[config.mk]
export PLATFORM = sky130hd
export DESIGN_NAME = instr_decoder_flat
export DESIGN_NICKNAME = d
export VERILOG_FILES = /design/src/hdl/core_settings.svh /design/src/hdl/core_pkg.sv /design/src/hdl/decode_ctrl_if.sv /design/src/hdl/instr_decoder.sv /design/src/flat_wrapper.sv
export SDC_FILE = /design/constraint.sdc
export NUM_CORES = 1
export LEC_CHECK = 0
export ABC_AREA = 1
export BUFFER_PORTS_ARGS = -buffer_cell sky130_fd_sc_hd__buf_2
export CAP_MARGIN = 0
export CORE_MARGIN = 3
export CORE_UTILIZATION = 49
export DETAILED_ROUTE_END_ITERATION = 7
export PLACE_DENSITY = 0.93
export SLEW_MARGIN = 10
export SYNTH_ARGS = -nofsm -noshare
export SYNTH_HDL_FRONTEND = slang
export SYNTH_SLANG_ARGS = --single-unit
[constraint.sdc]
create_clock -name vclk -period 4.1
set_input_delay 0.82 -clock vclk [all_inputs]
set_output_delay 0.82 -clock vclk [all_outputs]
set_load 0.01 [all_outputs]
[src/hdl/core_settings.svh]
`ifndef CORE_SETTINGS_SVH
`define CORE_SETTINGS_SVH

// instruction memory word address width.
`define CORE_IMEM_AW 8

// data memory word address width.
`define CORE_DMEM_AW 8

`define CORE_RESET_PC 32'h0000_0000

`endif

[src/hdl/core_pkg.sv]
package core_pkg;

	typedef logic [31:0] word_t;
	typedef logic [4:0]  reg_addr_t;
	typedef logic [5:0]  opcode_t;
	typedef logic [4:0]  alu_op_t;

	typedef enum logic [1:0] {
		WB_ALU = 2'd0,
		WB_MEM = 2'd1,
		WB_PC4 = 2'd2
	} wb_sel_e;

	localparam opcode_t OP_RTYPE = 6'h00;
	localparam opcode_t OP_JAL   = 6'h03;
	localparam opcode_t OP_BEQ   = 6'h04;
	localparam opcode_t OP_ADDI  = 6'h08;
	localparam opcode_t OP_LW    = 6'h23;
	localparam opcode_t OP_SW    = 6'h2b;
	localparam opcode_t OP_LWA   = 6'h30; // absolute address load.
	localparam opcode_t OP_SWA   = 6'h38;

	localparam logic [5:0] FN_ADD = 6'h20;
	localparam logic [5:0] FN_SUB = 6'h22;
	localparam logic [5:0] FN_AND = 6'h24;
	localparam logic [5:0] FN_OR  = 6'h25;
	localparam logic [5:0] FN_SLT = 6'h2a;

	// zero is left free so a bubble computes nothing.
	localparam alu_op_t ALU_ADD = 5'd1;
	localparam alu_op_t ALU_SUB = 5'd2;
	localparam alu_op_t ALU_AND = 5'd3;
	localparam alu_op_t ALU_OR  = 5'd4;
	localparam alu_op_t ALU_SLT = 5'd5;

endpackage

[src/hdl/decode_ctrl_if.sv]
`timescale 1ns/100ps

interface decode_ctrl_if import core_pkg::*; ();
	logic    do_dm_read;
	logic    do_dm_write;
	logic    do_reg_write;
	logic    select_mem_addr; // immediate as memory address.
	wb_sel_e select_write_reg;
	logic    alu_src2_imm;
	opcode_t opcode;
	alu_op_t sub_op_base;

	modport decoder (
		output do_dm_read, do_dm_write, do_reg_write, select_mem_addr,
		output select_write_reg, alu_src2_imm, opcode, sub_op_base
	);

	modport walls (
		input do_dm_read, do_dm_write, do_reg_write, select_mem_addr,
		input select_write_reg, alu_src2_imm, opcode, sub_op_base
	);
endinterface

[src/hdl/instr_decoder.sv]
`timescale 1ns/100ps

module instr_decoder import core_pkg::*; (
	input  word_t               instruction,
	input  word_t               current_pc,
	input  word_t               ra_data,
	input  word_t               rt_data,
	decode_ctrl_if.decoder      ctrl,
	output reg_addr_t           ra_addr,
	output reg_addr_t           rt_addr,
	output reg_addr_t           write_reg_addr,
	output word_t               imm_extend,
	output logic                redirect,
	output word_t               redirect_pc
);
	opcode_t    op;
	logic [5:0] funct;
	word_t      pc_plus4;

	assign op         = instruction[31:26];
	assign funct      = instruction[5:0];
	assign ra_addr    = instruction[25:21];
	assign rt_addr    = instruction[20:16];
	assign imm_extend = {{16{instruction[15]}}, instruction[15:0]};
	assign pc_plus4   = current_pc + 32'd4;

	always_comb begin
		ctrl.do_dm_read       = 1'b0;
		ctrl.do_dm_write      = 1'b0;
		ctrl.do_reg_write     = 1'b0;
		ctrl.select_mem_addr  = 1'b0;
		ctrl.select_write_reg = WB_ALU;
		ctrl.alu_src2_imm     = 1'b0;
		ctrl.opcode           = op;
		ctrl.sub_op_base      = '0;
		write_reg_addr        = '0;
		redirect              = 1'b0;
		redirect_pc           = pc_plus4 + {imm_extend[29:0], 2'b00}; // beq target.
		case (op)
			OP_RTYPE: begin
				write_reg_addr = instruction[15:11];
				ctrl.do_reg_write = 1'b1;
				case (funct)
					FN_ADD:  ctrl.sub_op_base = ALU_ADD;
					FN_SUB:  ctrl.sub_op_base = ALU_SUB;
					FN_AND:  ctrl.sub_op_base = ALU_AND;
					FN_OR:   ctrl.sub_op_base = ALU_OR;
					FN_SLT:  ctrl.sub_op_base = ALU_SLT;
					default: ctrl.do_reg_write = 1'b0; // bubble lands here.
				endcase
			end
			OP_ADDI, OP_LW, OP_LWA: begin
				write_reg_addr        = rt_addr;
				ctrl.do_reg_write     = 1'b1;
				ctrl.alu_src2_imm     = 1'b1;
				ctrl.sub_op_base      = ALU_ADD;
				ctrl.do_dm_read       = (op != OP_ADDI);
				ctrl.select_mem_addr  = (op == OP_LWA);
				ctrl.select_write_reg = (op == OP_ADDI) ? WB_ALU : WB_MEM;
			end
			OP_SW, OP_SWA: begin
				ctrl.do_dm_write     = 1'b1;
				ctrl.alu_src2_imm    = 1'b1;
				ctrl.sub_op_base     = ALU_ADD;
				ctrl.select_mem_addr = (op == OP_SWA);
			end
			OP_BEQ: begin
				redirect = (ra_data == rt_data);
			end
			OP_JAL: begin
				write_reg_addr        = 5'd31;
				ctrl.do_reg_write     = 1'b1;
				ctrl.select_write_reg = WB_PC4;
				redirect              = 1'b1;
				redirect_pc           = {pc_plus4[31:28], instruction[25:0], 2'b00};
			end
			default: ;
		endcase
	end

endmodule

[src/flat_wrapper.sv]
// flat-port wrapper written by rule: the top's interface ports become plain ports
module instr_decoder_flat import core_pkg::*;
  (instruction, current_pc, ra_data, rt_data, ra_addr, rt_addr, write_reg_addr, imm_extend, redirect, redirect_pc, ctrl_do_dm_read, ctrl_do_dm_write, ctrl_do_reg_write, ctrl_select_mem_addr, ctrl_select_write_reg, ctrl_alu_src2_imm, ctrl_opcode, ctrl_sub_op_base);
  decode_ctrl_if ctrl_i ();
  input  word_t instruction;
  input  word_t current_pc;
  input  word_t ra_data;
  input  word_t rt_data;
  output reg_addr_t ra_addr;
  output reg_addr_t rt_addr;
  output reg_addr_t write_reg_addr;
  output word_t imm_extend;
  output logic redirect;
  output word_t redirect_pc;
  output wire logic [$bits(ctrl_i.do_dm_read)-1:0] ctrl_do_dm_read;
  output wire logic [$bits(ctrl_i.do_dm_write)-1:0] ctrl_do_dm_write;
  output wire logic [$bits(ctrl_i.do_reg_write)-1:0] ctrl_do_reg_write;
  output wire logic [$bits(ctrl_i.select_mem_addr)-1:0] ctrl_select_mem_addr;
  output wire logic [$bits(ctrl_i.select_write_reg)-1:0] ctrl_select_write_reg;
  output wire logic [$bits(ctrl_i.alu_src2_imm)-1:0] ctrl_alu_src2_imm;
  output wire logic [$bits(ctrl_i.opcode)-1:0] ctrl_opcode;
  output wire logic [$bits(ctrl_i.sub_op_base)-1:0] ctrl_sub_op_base;
  assign ctrl_do_dm_read = ctrl_i.do_dm_read;
  assign ctrl_do_dm_write = ctrl_i.do_dm_write;
  assign ctrl_do_reg_write = ctrl_i.do_reg_write;
  assign ctrl_select_mem_addr = ctrl_i.select_mem_addr;
  assign ctrl_select_write_reg = ctrl_i.select_write_reg;
  assign ctrl_alu_src2_imm = ctrl_i.alu_src2_imm;
  assign ctrl_opcode = ctrl_i.opcode;
  assign ctrl_sub_op_base = ctrl_i.sub_op_base;
  instr_decoder u_core (.instruction(instruction), .current_pc(current_pc), .ra_data(ra_data), .rt_data(rt_data), .ctrl(ctrl_i), .ra_addr(ra_addr), .rt_addr(rt_addr), .write_reg_addr(write_reg_addr), .imm_extend(imm_extend), .redirect(redirect), .redirect_pc(redirect_pc));
endmodule
Yosys cells after proc, flatten, opt, wreduce, memory -nomap -nowiden:

Index checks and enable logic that the tools add are counted.

* register bits: 0
* input port bits: 128
* logic and storage cells: 35

* $add $sub $neg: 2
* equality and inequality tests: 14
* multiplexer cells: 13
* reduce and logical (&&, ||, !) cells: 6

Operator list (count)
* 6-bit == test (second input constant): 9
* 32-bit by 3-bit adder with 32-bit output (second input constant): 1
* 32-bit adder: 1
* 32-bit == test: 1
* 32-bit 2-to-1 mux: 1
* 3-bit one-hot mux with 5 select lines: 1
* 5-bit one-hot mux with 3 select lines: 1
* 5-bit one-hot mux with 2 select lines: 1
* 5-bit OR reduction: 2
* 6-bit by 2-bit == test with 1-bit output (second input constant): 1
* 6-bit by 3-bit == test with 1-bit output (second input constant): 1
* 6-bit by 4-bit == test with 1-bit output (second input constant): 1
* 6-bit zero test: 1
* 6-bit by 4-bit inequality test with 1-bit output (second input constant): 1
* 1-bit one-hot mux with 2 select lines: 3
* 1-bit 2-to-1 mux: 5
* 2-bit one-hot mux with 2 select lines: 1
* 4-bit OR reduction: 1
* 3-bit OR reduction: 1
* 2-bit OR reduction: 1

Logic depth before layout (Yosys ltp):

Gate-level depths: netlist of the first run.

* depth in word-level cells: 4
* depth in mapped cells: 23

Worst setup path after synthesis of the first run:

No wires, ideal clock.

* path kind: input -> output
* from: input port current_pc[2]
* to: output port redirect_pc[29]
* data arrival time: 2.919 ns
* setup slack: 0.361 ns
* stages on the path: 19
* buffers on the path: 0
* cells stage by stage: ha_1 > nand2_1 > nor2_4 > nand2_2 > nor3_2 > nand3_1 > nor2_1 > xor2_1 > inv_1 > ha_1 > a21oi_1 > nor2_1 > nor2_1 > nand2_1 > a21oi_1 > nand2_1 > nand2_1 > nand3_1 > nand2_1

* word-level cells in the longest chain between the ends: 3

RTL lines
* start, declared: RTL line flat_wrapper.sv:6 `input word_t current_pc;`
* 32-bit by 3-bit adder with 32-bit output *: RTL line instr_decoder.sv:25 `assign pc_plus4 = current_pc + 32'd4;`
* 32-bit adder: RTL line instr_decoder.sv:38 `redirect_pc = pc_plus4 + {imm_extend[29:0], 2'b00};`
* 32-bit 2-to-1 mux *: RTL line instr_decoder.sv:39 `case (op)`
* end, declared: RTL line flat_wrapper.sv:14 `output word_t redirect_pc;`

Every way passes the cells marked *; elsewhere a longest branch is shown, timed or not.

Worst setup path after layout of the first run:

* from: input port current_pc[12]
* to: output port redirect_pc[30]

The elaborated chain is that of the path after synthesis.

==> out/qor.csv, run 1 <==
metric,value,unit
crit_type,input port to output port,
whs,1.841,ns
grt_pass1_wl,25270,µm
p_per_area,136.1,nW/µm²
routed_wl,20220,µm
clock_buffers,0,
grt_max_degree,27,
fin_area,6399,µm²
rsz0062_at_grt,true,
yosysSeqAreaShare,0,%
syn_inst,843,
nets,1215,
arrival,3.56,ns
drc_errors,0,
maxCapViolCount,0,
initial_utilization,52.12,%
antenna_cells,0,
io_pins,226,
fin_crit,4.384,ns
ys_warn_count,0,
slew_violations,0,
area_growth_syn_to_layout,45.04,%
antenna_found_initial,0,
die_area,10180,µm²
fmax,0.2281,GHz
violations,negative setup slack,
dp.cells,1138,
path_max_fanout,4,
leakagePower,3.646,nW
slew_headroom,46.01,%
regArea,0,µm²
vias,6646,
ir_drop,0.00006911,V
cp_slowest_stage_delay,0.32,ns
critPathRequiredTime,3.28,ns
tightest_slew,0.8099,ns
drive_above_1_share,41.56,%
wl_per_cell,17.52,µm
grt_pass1_vias,5608,
die_y,100.9,µm
outcome,"finished, violations left",
fin_cells,1154,
ant_nets,0,
syn_area_per_cell,5.233,µm²
power,0.8706,mW
hold_viol_final,0,
endpoint_kind,output port,
ys_types,41,
setup_ws,-0.2835,ns
drtIter0Drc,763,
slowest_stage,ha_1,
wl_met2,9176,µm
cpMostUsedCell,nand2_1,
gr-usage-all-layers,30.14,%
viasPerCell,5.759,
first_pass_iters,7,
dr_wl_met3,2404,µm
critPathLaunch,current_pc[12],
row_count,33,
setup_violations,14,
pre_cts_slack,-0.05138,ns
path_cells,"buf_2, nand2_2, nor2_2, nand2_1, nor3_2, nand2_1, xor2_1, ha_1, nand2_1, inv_1, a21oi_1, nand2_1, a21oi_2, nand2_1, nand2_1, nand3_1, nand2_1, buf_2",
period_share,106.9,%
grt-ovfl-total,0,
numPortBuffers,224,
design.seq.count,0,
dieWidth,100.9,µm
startpoint_type,input port,
gp_routability_congestion,1.024,
place_area,5421,µm²
setup.worst_path.end,redirect_pc[30],
syn_area,4412,µm²
final_cell_mix,"nand2_1, buf_2, inv_1",
dp_hpwl,13970,µm
wl_met1,6960,µm
top_layer,met4,
layout_commonest_cell,nand2_1,
coreArea,8464,µm²
hold_path.class,input port to output port,
## through the flow
| step | util, % | TNS, ns |
|---|---|---|
| 3_5_place_dp | 64.05 | -0.1473 |
| 6_report | 75.60 | -1.562 |
| 2_1_floorplan | - | 0 |
| 4_1_cts | 65.40 | -0.1584 |
| 5_1_grt | 75.60 | -4.110 |
| 3_3_place_gp | 64.05 | -0.03975 |
## worst min-delay path by stage
stage	depth (start not counted)	from	endpoint	slack (ns)
2_1_floorplan	1	instruction[26]	ctrl_opcode[0]	1.73
3_3_place_gp	2	instruction[21]	ra_addr[0]	1.84
3_5_place_dp	2	instruction[25]	ra_addr[4]	1.84
4_1_cts	2	instruction[25]	ra_addr[4]	1.84
5_1_grt	2	instruction[21]	ra_addr[0]	1.85
6_report	2	instruction[25]	ra_addr[4]	1.84
## layout make-up
class	instances	area (µm²)
inverter	133	499.2
tap	105	131.4
timing repair buffer	262	1490
fill	603	2066
multi-input combinational	654	4278
## kinds of logic (layout without fill, tap and decap cells)
group	count (synthesis)	in the layout	share of synthesized area, %
adders and majority gates	36	36	10.38
and+or+nand+nor	491	491	50.03
other	1	2	0.08500
xor gates and xnor gates	42	42	8.338
buffers and inverters	190	395	20.70
AOI/OAI and AO/OA	83	83	10.47
## layer usage
metal | vias up | GRT usage (%)
met5 | - | 0
met4 | 0 | 12.23
met3 | 172 | 3.253
met2 | 545 | 52.15
met1 | 2891 | 37.77
li1 | 3038 | -
## synthesized netlist by cell type, types with 3 or more instances
cell	count	area [µm²]
nand2_1	283	1062
inv_1	132	495.5
nor2_1	69	259.0
nand3_1	64	320.3
buf_4	50	375.4
ha_1	35	437.9
a21oi_1	33	165.2
o21ai_0	29	145.1
xor2_1	26	227.7
nand4_1	19	118.9
xnor2_1	16	140.1
nand2_2	10	62.56
or2_2	8	50.05
nand3b_1	6	45.04
nor2_4	6	67.56
o22ai_1	6	37.54
nor3_1	5	25.02
nor3_2	5	50.05
o21bai_1	5	37.54
buf_2	4	20.02
nor2_2	4	25.02
nand3_2	3	30.03
nor4_1	3	18.77
## worst max-delay path, delay by kind of cell
family,cells,cell delay (ns)
xor gates and xnor gates,1,0.22
and+or+nand+nor,11,1.49
buffers and inverters,3,0.37
adders and majority gates,1,0.32
AOI/OAI and AO/OA,2,0.33
## what timing repair did
item,in CTS,in global routing
resized for setup,21,188
setup endpoints to repair,6,21
pin swaps,20,72
buffers inserted,3,13
hold buffers,0,0
## power breakdown
group	internal [mW]	switching, mW
logic	0.351	0.520
clock network	0	0
registers	0	0
total	0.351	0.520
Note: power is estimated with default switching activity, not from simulation.
==> run 2, diff against run 1 <==
SETUP_SLACK_MARGIN = 0.05   (was not set)
==> out/qor.csv, run 2 (synthesis gave the netlist of run 1 again) <==
metric,value,unit,change
vias,6949,,+4.6%
gr-usage-all-layers,30.87,%,+0.73 points
regArea,0,µm²,unchanged
dp_hpwl,13970,µm,unchanged
p_int,0.3720,mW,+6.1%
rsz0062_at_grt,true,,
cp_slowest_stage_delay,0.33,ns,about the same
outcome,"finished, violations left",,
die_y,100.9,µm,unchanged
whs,1.841,ns,-0.0002500 ns
multi_input_area,4542,µm²,+6.2%
cts_hold_buf,0,,unchanged
drc_errors,0,,unchanged
layout_commonest_cell,nand2_1,,
crit_cells,18,,unchanged
area_growth_syn_to_layout,50.62,%,
row_count,33,,unchanged
fin_crit,4.376,ns,-0.007454 ns
io_pins,226,,unchanged
die_area,10180,µm²,unchanged
p_comb_share,100.0,%,about the same
coreArea,8464,µm²,unchanged
setup_violations,15,,+1
ant_nets,0,,unchanged
gp_routability_congestion,1.024,,unchanged
grt_max_degree,27,,unchanged
ir_drop,0.00007553,V,+9.3%
drtIter0Drc,849,,+11%
tightest_slew,0.8429,ns,+0.03298 ns
maxCapViolCount,0,,unchanged
p_clk_share,0,%,unchanged
sw_frac_of_total,60.07,%,+0.36 points
cpMostUsedCell,nand2_1,,
fmax,0.2285,GHz,+0.17%
antenna_found_initial,0,,unchanged
setup_ws,-0.2761,ns,+0.007454 ns
antenna_cells,0,,unchanged
design.seq.count,0,,unchanged
startpoint_type,input port,,
initial_utilization,52.12,%,unchanged
critPathRequiredTime,3.28,ns,about the same
final_core_util,78.51,%,+2.9 points
dieWidth,100.9,µm,unchanged
violations,negative setup slack,,
grt_pass1_wl,25890,µm,+2.4%
critPathLaunch,current_pc[4],,
endpoint_kind,output port,,
fillerInstances,531,,-12%
path_cells,"buf_12, nand2_4, nor2_4, nand2_4, nor2_4, nand3_4, nor3_4, xor2_2, ha_1, a21oi_2, buf_4, nand2_1, a21oi_2, nand3_1, nand2_1, nand3_1, nand2_1, buf_2",,
clock_buffers,0,,unchanged
power.switching,0.5597,mW,+7.7%
slew_violations,0,,unchanged
holdPathStages,2,,unchanged
seq_power_share,0,%,unchanged
crit_type,input port to output port,,
arrival,3.56,ns,about the same
slew_headroom,43.81,%,-2.2 points
pre_cts_slack,-0.05138,ns,unchanged
nets,1213,,-0.16%
drive_above_1_share,43.27,%,+1.7 points
period_share,106.7,%,-0.18 points
slowest_stage,ha_1,,
numPortBuffers,224,,unchanged
path_buf_inv,3,,unchanged
wl_per_cell,18.88,µm,+7.8%
leakagePower,3.688,nW,+1.2%
first_pass_iters,7,,unchanged
grt_pass1_vias,5683,,+1.3%
final_cell_mix,"nand2_1, buf_2, inv_1",,
path_max_fanout,4,,unchanged
crit_family,simple AND/OR/NAND/NOR gates,,
p_per_area,140.2,nW/µm²,+3.1%
viasPerCell,6.032,,+4.7%
grt-ovfl-total,0,,unchanged
hold_path.class,input port to output port,,
hold_viol_final,0,,unchanged
hp-start,instruction[24],,
routed_wl,21750,µm,+7.6%
[run 2: per-layer routing]
layer / GRT usage (%) / vias up / wire length [µm]
met5: 0 / - / 0
met4: 12.85 / 0 / 2090
met3: 3.183 / 248 / 2747
met2: 53.32 / 674 / 9812
met1: 38.74 / 3004 / 7096
li1: - / 3023 / -
[run 2: power by group through the flow]
stage	Combinational, mW	Clock (mW)	Sequential, mW
after floorplan	0.440	0	0
after global placement	0.680	0	0
after detailed placement	0.690	0	0
after CTS	0.723	0	0
after global routing	0.988	0	0
final	0.932	0	0
[run 2: area by class of cell]
cell class / count / area share, %
Timing Repair Buffer: 260 / 22.09
Inverter: 133 / 7.588
Multi-Input combinational cell: 654 / 68.35
Tap cell: 105 / 1.977
[run 2: what timing repair did]
action	in CTS	in global routing
pin swaps	28	89
setup endpoints to repair	14	22
resized for setup	49	195
hold endpoints to repair	0	0
setup buffers	4	10
[run 2: path summary, 6_finish.rpt]
check / end / slack (ns)
worst min-delay path: ra_addr[3] / 1.84
worst max-delay path: redirect_pc[26] / -0.28
[run 2: metrics by stage]
stage | power [mW] | instances | TNS (ns) | instance area (µm²)
final | 0.9317 | 1152 | -1.393 | 6645
after global routing | 0.9884 | 1152 | -3.345 | 6645
after CTS | 0.7229 | 1142 | -0.07647 | 5677
after detailed placement | 0.6896 | 1138 | -0.1473 | 5421
after global placement | 0.6798 | 1138 | -0.03975 | 5421
after floorplan | 0.4397 | 844 | 0 | 4415
==> run 3, diff against run 2 <==
CORE_ASPECT_RATIO = 1.4   (was not set)
CORE_MARGIN = not set   (was 3)
==> out/qor.csv, run 3 (synthesis gave the netlist of run 1 again) <==
metric,value,unit,change
antenna_cells,0,,unchanged
drive_above_1_share,41.71,%,-1.6 points
numPortBuffers,224,,unchanged
crit_family,simple AND/OR/NAND/NOR gates,,
slew_headroom,20.62,%,-23 points
power,0.8894,mW,-4.5%
slowest_stage,nor4_4,,
viasPerCell,5.440,,-9.8%
rsz0062_at_grt,true,,
pre_cts_slack,-0.1359,ns,-0.08447 ns
first_pass_iters,5,,-2
violations,negative setup slack,,
row_count,40,,+21%
arrival,3.51,ns,-0.05 ns
io_pins,226,,unchanged
leakagePower,3.722,nW,+0.92%
fin_crit,4.326,ns,-0.04966 ns
ir_drop,0.00008329,V,+10%
coreArea,8658,µm²,+2.3%
area_growth_syn_to_layout,48.01,%,
fillerInstances,746,,+40%
routed_wl,18060,µm,-17%
grt_pass1_vias,5492,,-3.4%
setup_violations,8,,-7
setup_ws,-0.2264,ns,+0.04966 ns
antenna_found_initial,1,,+1
grt_max_degree,39,,+44%
drc_errors,0,,unchanged
path_cells,"buf_4, nand2_2, nor2_4, buf_6, nand2_4, nor4_4, nand3_1, xor2_1, inv_1, ha_4, nand2_4, nor2_2, nand2_1, nor2_1, nand2_1, nand3_1, nand3_1, nand2_1, buf_2",,
gr-usage-all-layers,34.83,%,+4.0 points
tns,-0.9721,ns,+0.4213 ns
regArea,0,µm²,unchanged
hold_path.class,input port to output port,,
die_y,114.3,µm,+13%
layout_commonest_cell,nand2_1,,
drtIter0Drc,463,,-45%
min_to,ra_addr[4],,
nets,1233,,+1.6%
grt-ovfl-total,0,,unchanged
gp_routability_congestion,1.028,,+0.38%
endpoint_kind,output port,,
crit_type,input port to output port,,
ant_nets,0,,unchanged
dieWidth,82.20,µm,-19%
final_cell_mix,"nand2_1, buf_2, inv_1",,
hold_viol_final,0,,unchanged
grt_pass1_wl,25450,µm,-1.7%
period_share,105.5,%,-1.2 points
dp_hpwl,14190,µm,+1.6%
cp_slowest_stage_delay,0.34,ns,about the same
startpoint_type,input port,,
outcome,"finished, violations left",,
slew_violations,0,,unchanged
initial_utilization,50.95,%,-1.2 points
p_per_area,136.2,nW/µm²,-2.9%
hp-start,instruction[25],,
holdPathStages,2,,unchanged
path_max_fanout,4,,unchanged
path_buf_inv,4,,+1
tightest_slew,1.189,ns,+0.3465 ns
clock_buffers,0,,unchanged
critPathRequiredTime,3.28,ns,about the same
die_area,9392,µm²,-7.7%
design.seq.count,0,,unchanged
maxCapViolCount,0,,unchanged
wl_per_cell,15.41,µm,-18%
vias,6376,,-8.2%
fmax,0.2311,GHz,+1.1%
run 3: changes by cell type in the layout (fill, tap and decap cells not counted), moves of 4 or more:
| cell | before | now |
|---|---|---|
| buf_4 | 37 | 57 |
| nor2_1 | 39 | 48 |
| nor2_2 | 21 | 12 |
| nand2_1 | 238 | 245 |
| nand2_4 | 17 | 11 |
| ha_4 | 22 | 18 |
| inv_2 | 2 | 6 |
| o21ai_0 | 22 | 26 |
| o21ai_1 | 7 | 3 |
| xor2_1 | 14 | 18 |
| xor2_4 | 6 | 2 |
run 3: repair_timing:
action	in CTS	in global routing
gates cloned	0	0
resized for setup	44	143
hold buffers	0	0
pin swaps	10	71
endpoints found under the setup margin	15	21
setup buffers	3	15
run 3: power by group:
group	switching [mW]	internal (mW)	leakage, nW
registers	0	0	0
logic	0.514	0.376	3.72
clock network	0	0	0
run 3: cell type report:
| type | count | area, µm² | share of cell area, % |
|---|---|---|---|
| multi-input combinational | 654 | 4308 | 65.97 |
| timing repair buffer | 280 | 1590 | 24.35 |
| tap | 105 | 131.4 | 2.012 |
| inverter | 133 | 500.5 | 7.664 |
run 3: through the flow:
stage	util, %	instances	hold slack [ns]	instance area (µm²)
after floorplan	-	844	1.732	4415
after global placement	64.00	1154	1.837	5542
after detailed placement	64.00	1154	1.839	5542
after CTS	66.49	1157	1.839	5757
after global routing	75.42	1172	1.854	6530
final	75.42	1172	1.837	6530
run 3: worst max path at each step:
stage	slack (ns)	depth (start not counted)	from	to
after floorplan	0.36	19	current_pc[2]	redirect_pc[29]
after global placement	-0.10	20	current_pc[2]	redirect_pc[26]
after detailed placement	-0.14	20	current_pc[2]	redirect_pc[26]
after CTS	-0.01	16	current_pc[3]	redirect_pc[20]
after global routing	-0.39	19	current_pc[4]	redirect_pc[29]
final	-0.23	19	current_pc[4]	redirect_pc[29]
run 3: routing by layer:
layer / share of wire (%) / global-route usage, % / vias to the layer above
met5: 0 / 0 / -
met4: 6.5 / 12.98 / 0
met3: 6.7 / 4.781 / 94
met2: 51 / 65.29 / 344
met1: 36 / 38.21 / 2868
li1: - / - / 3070
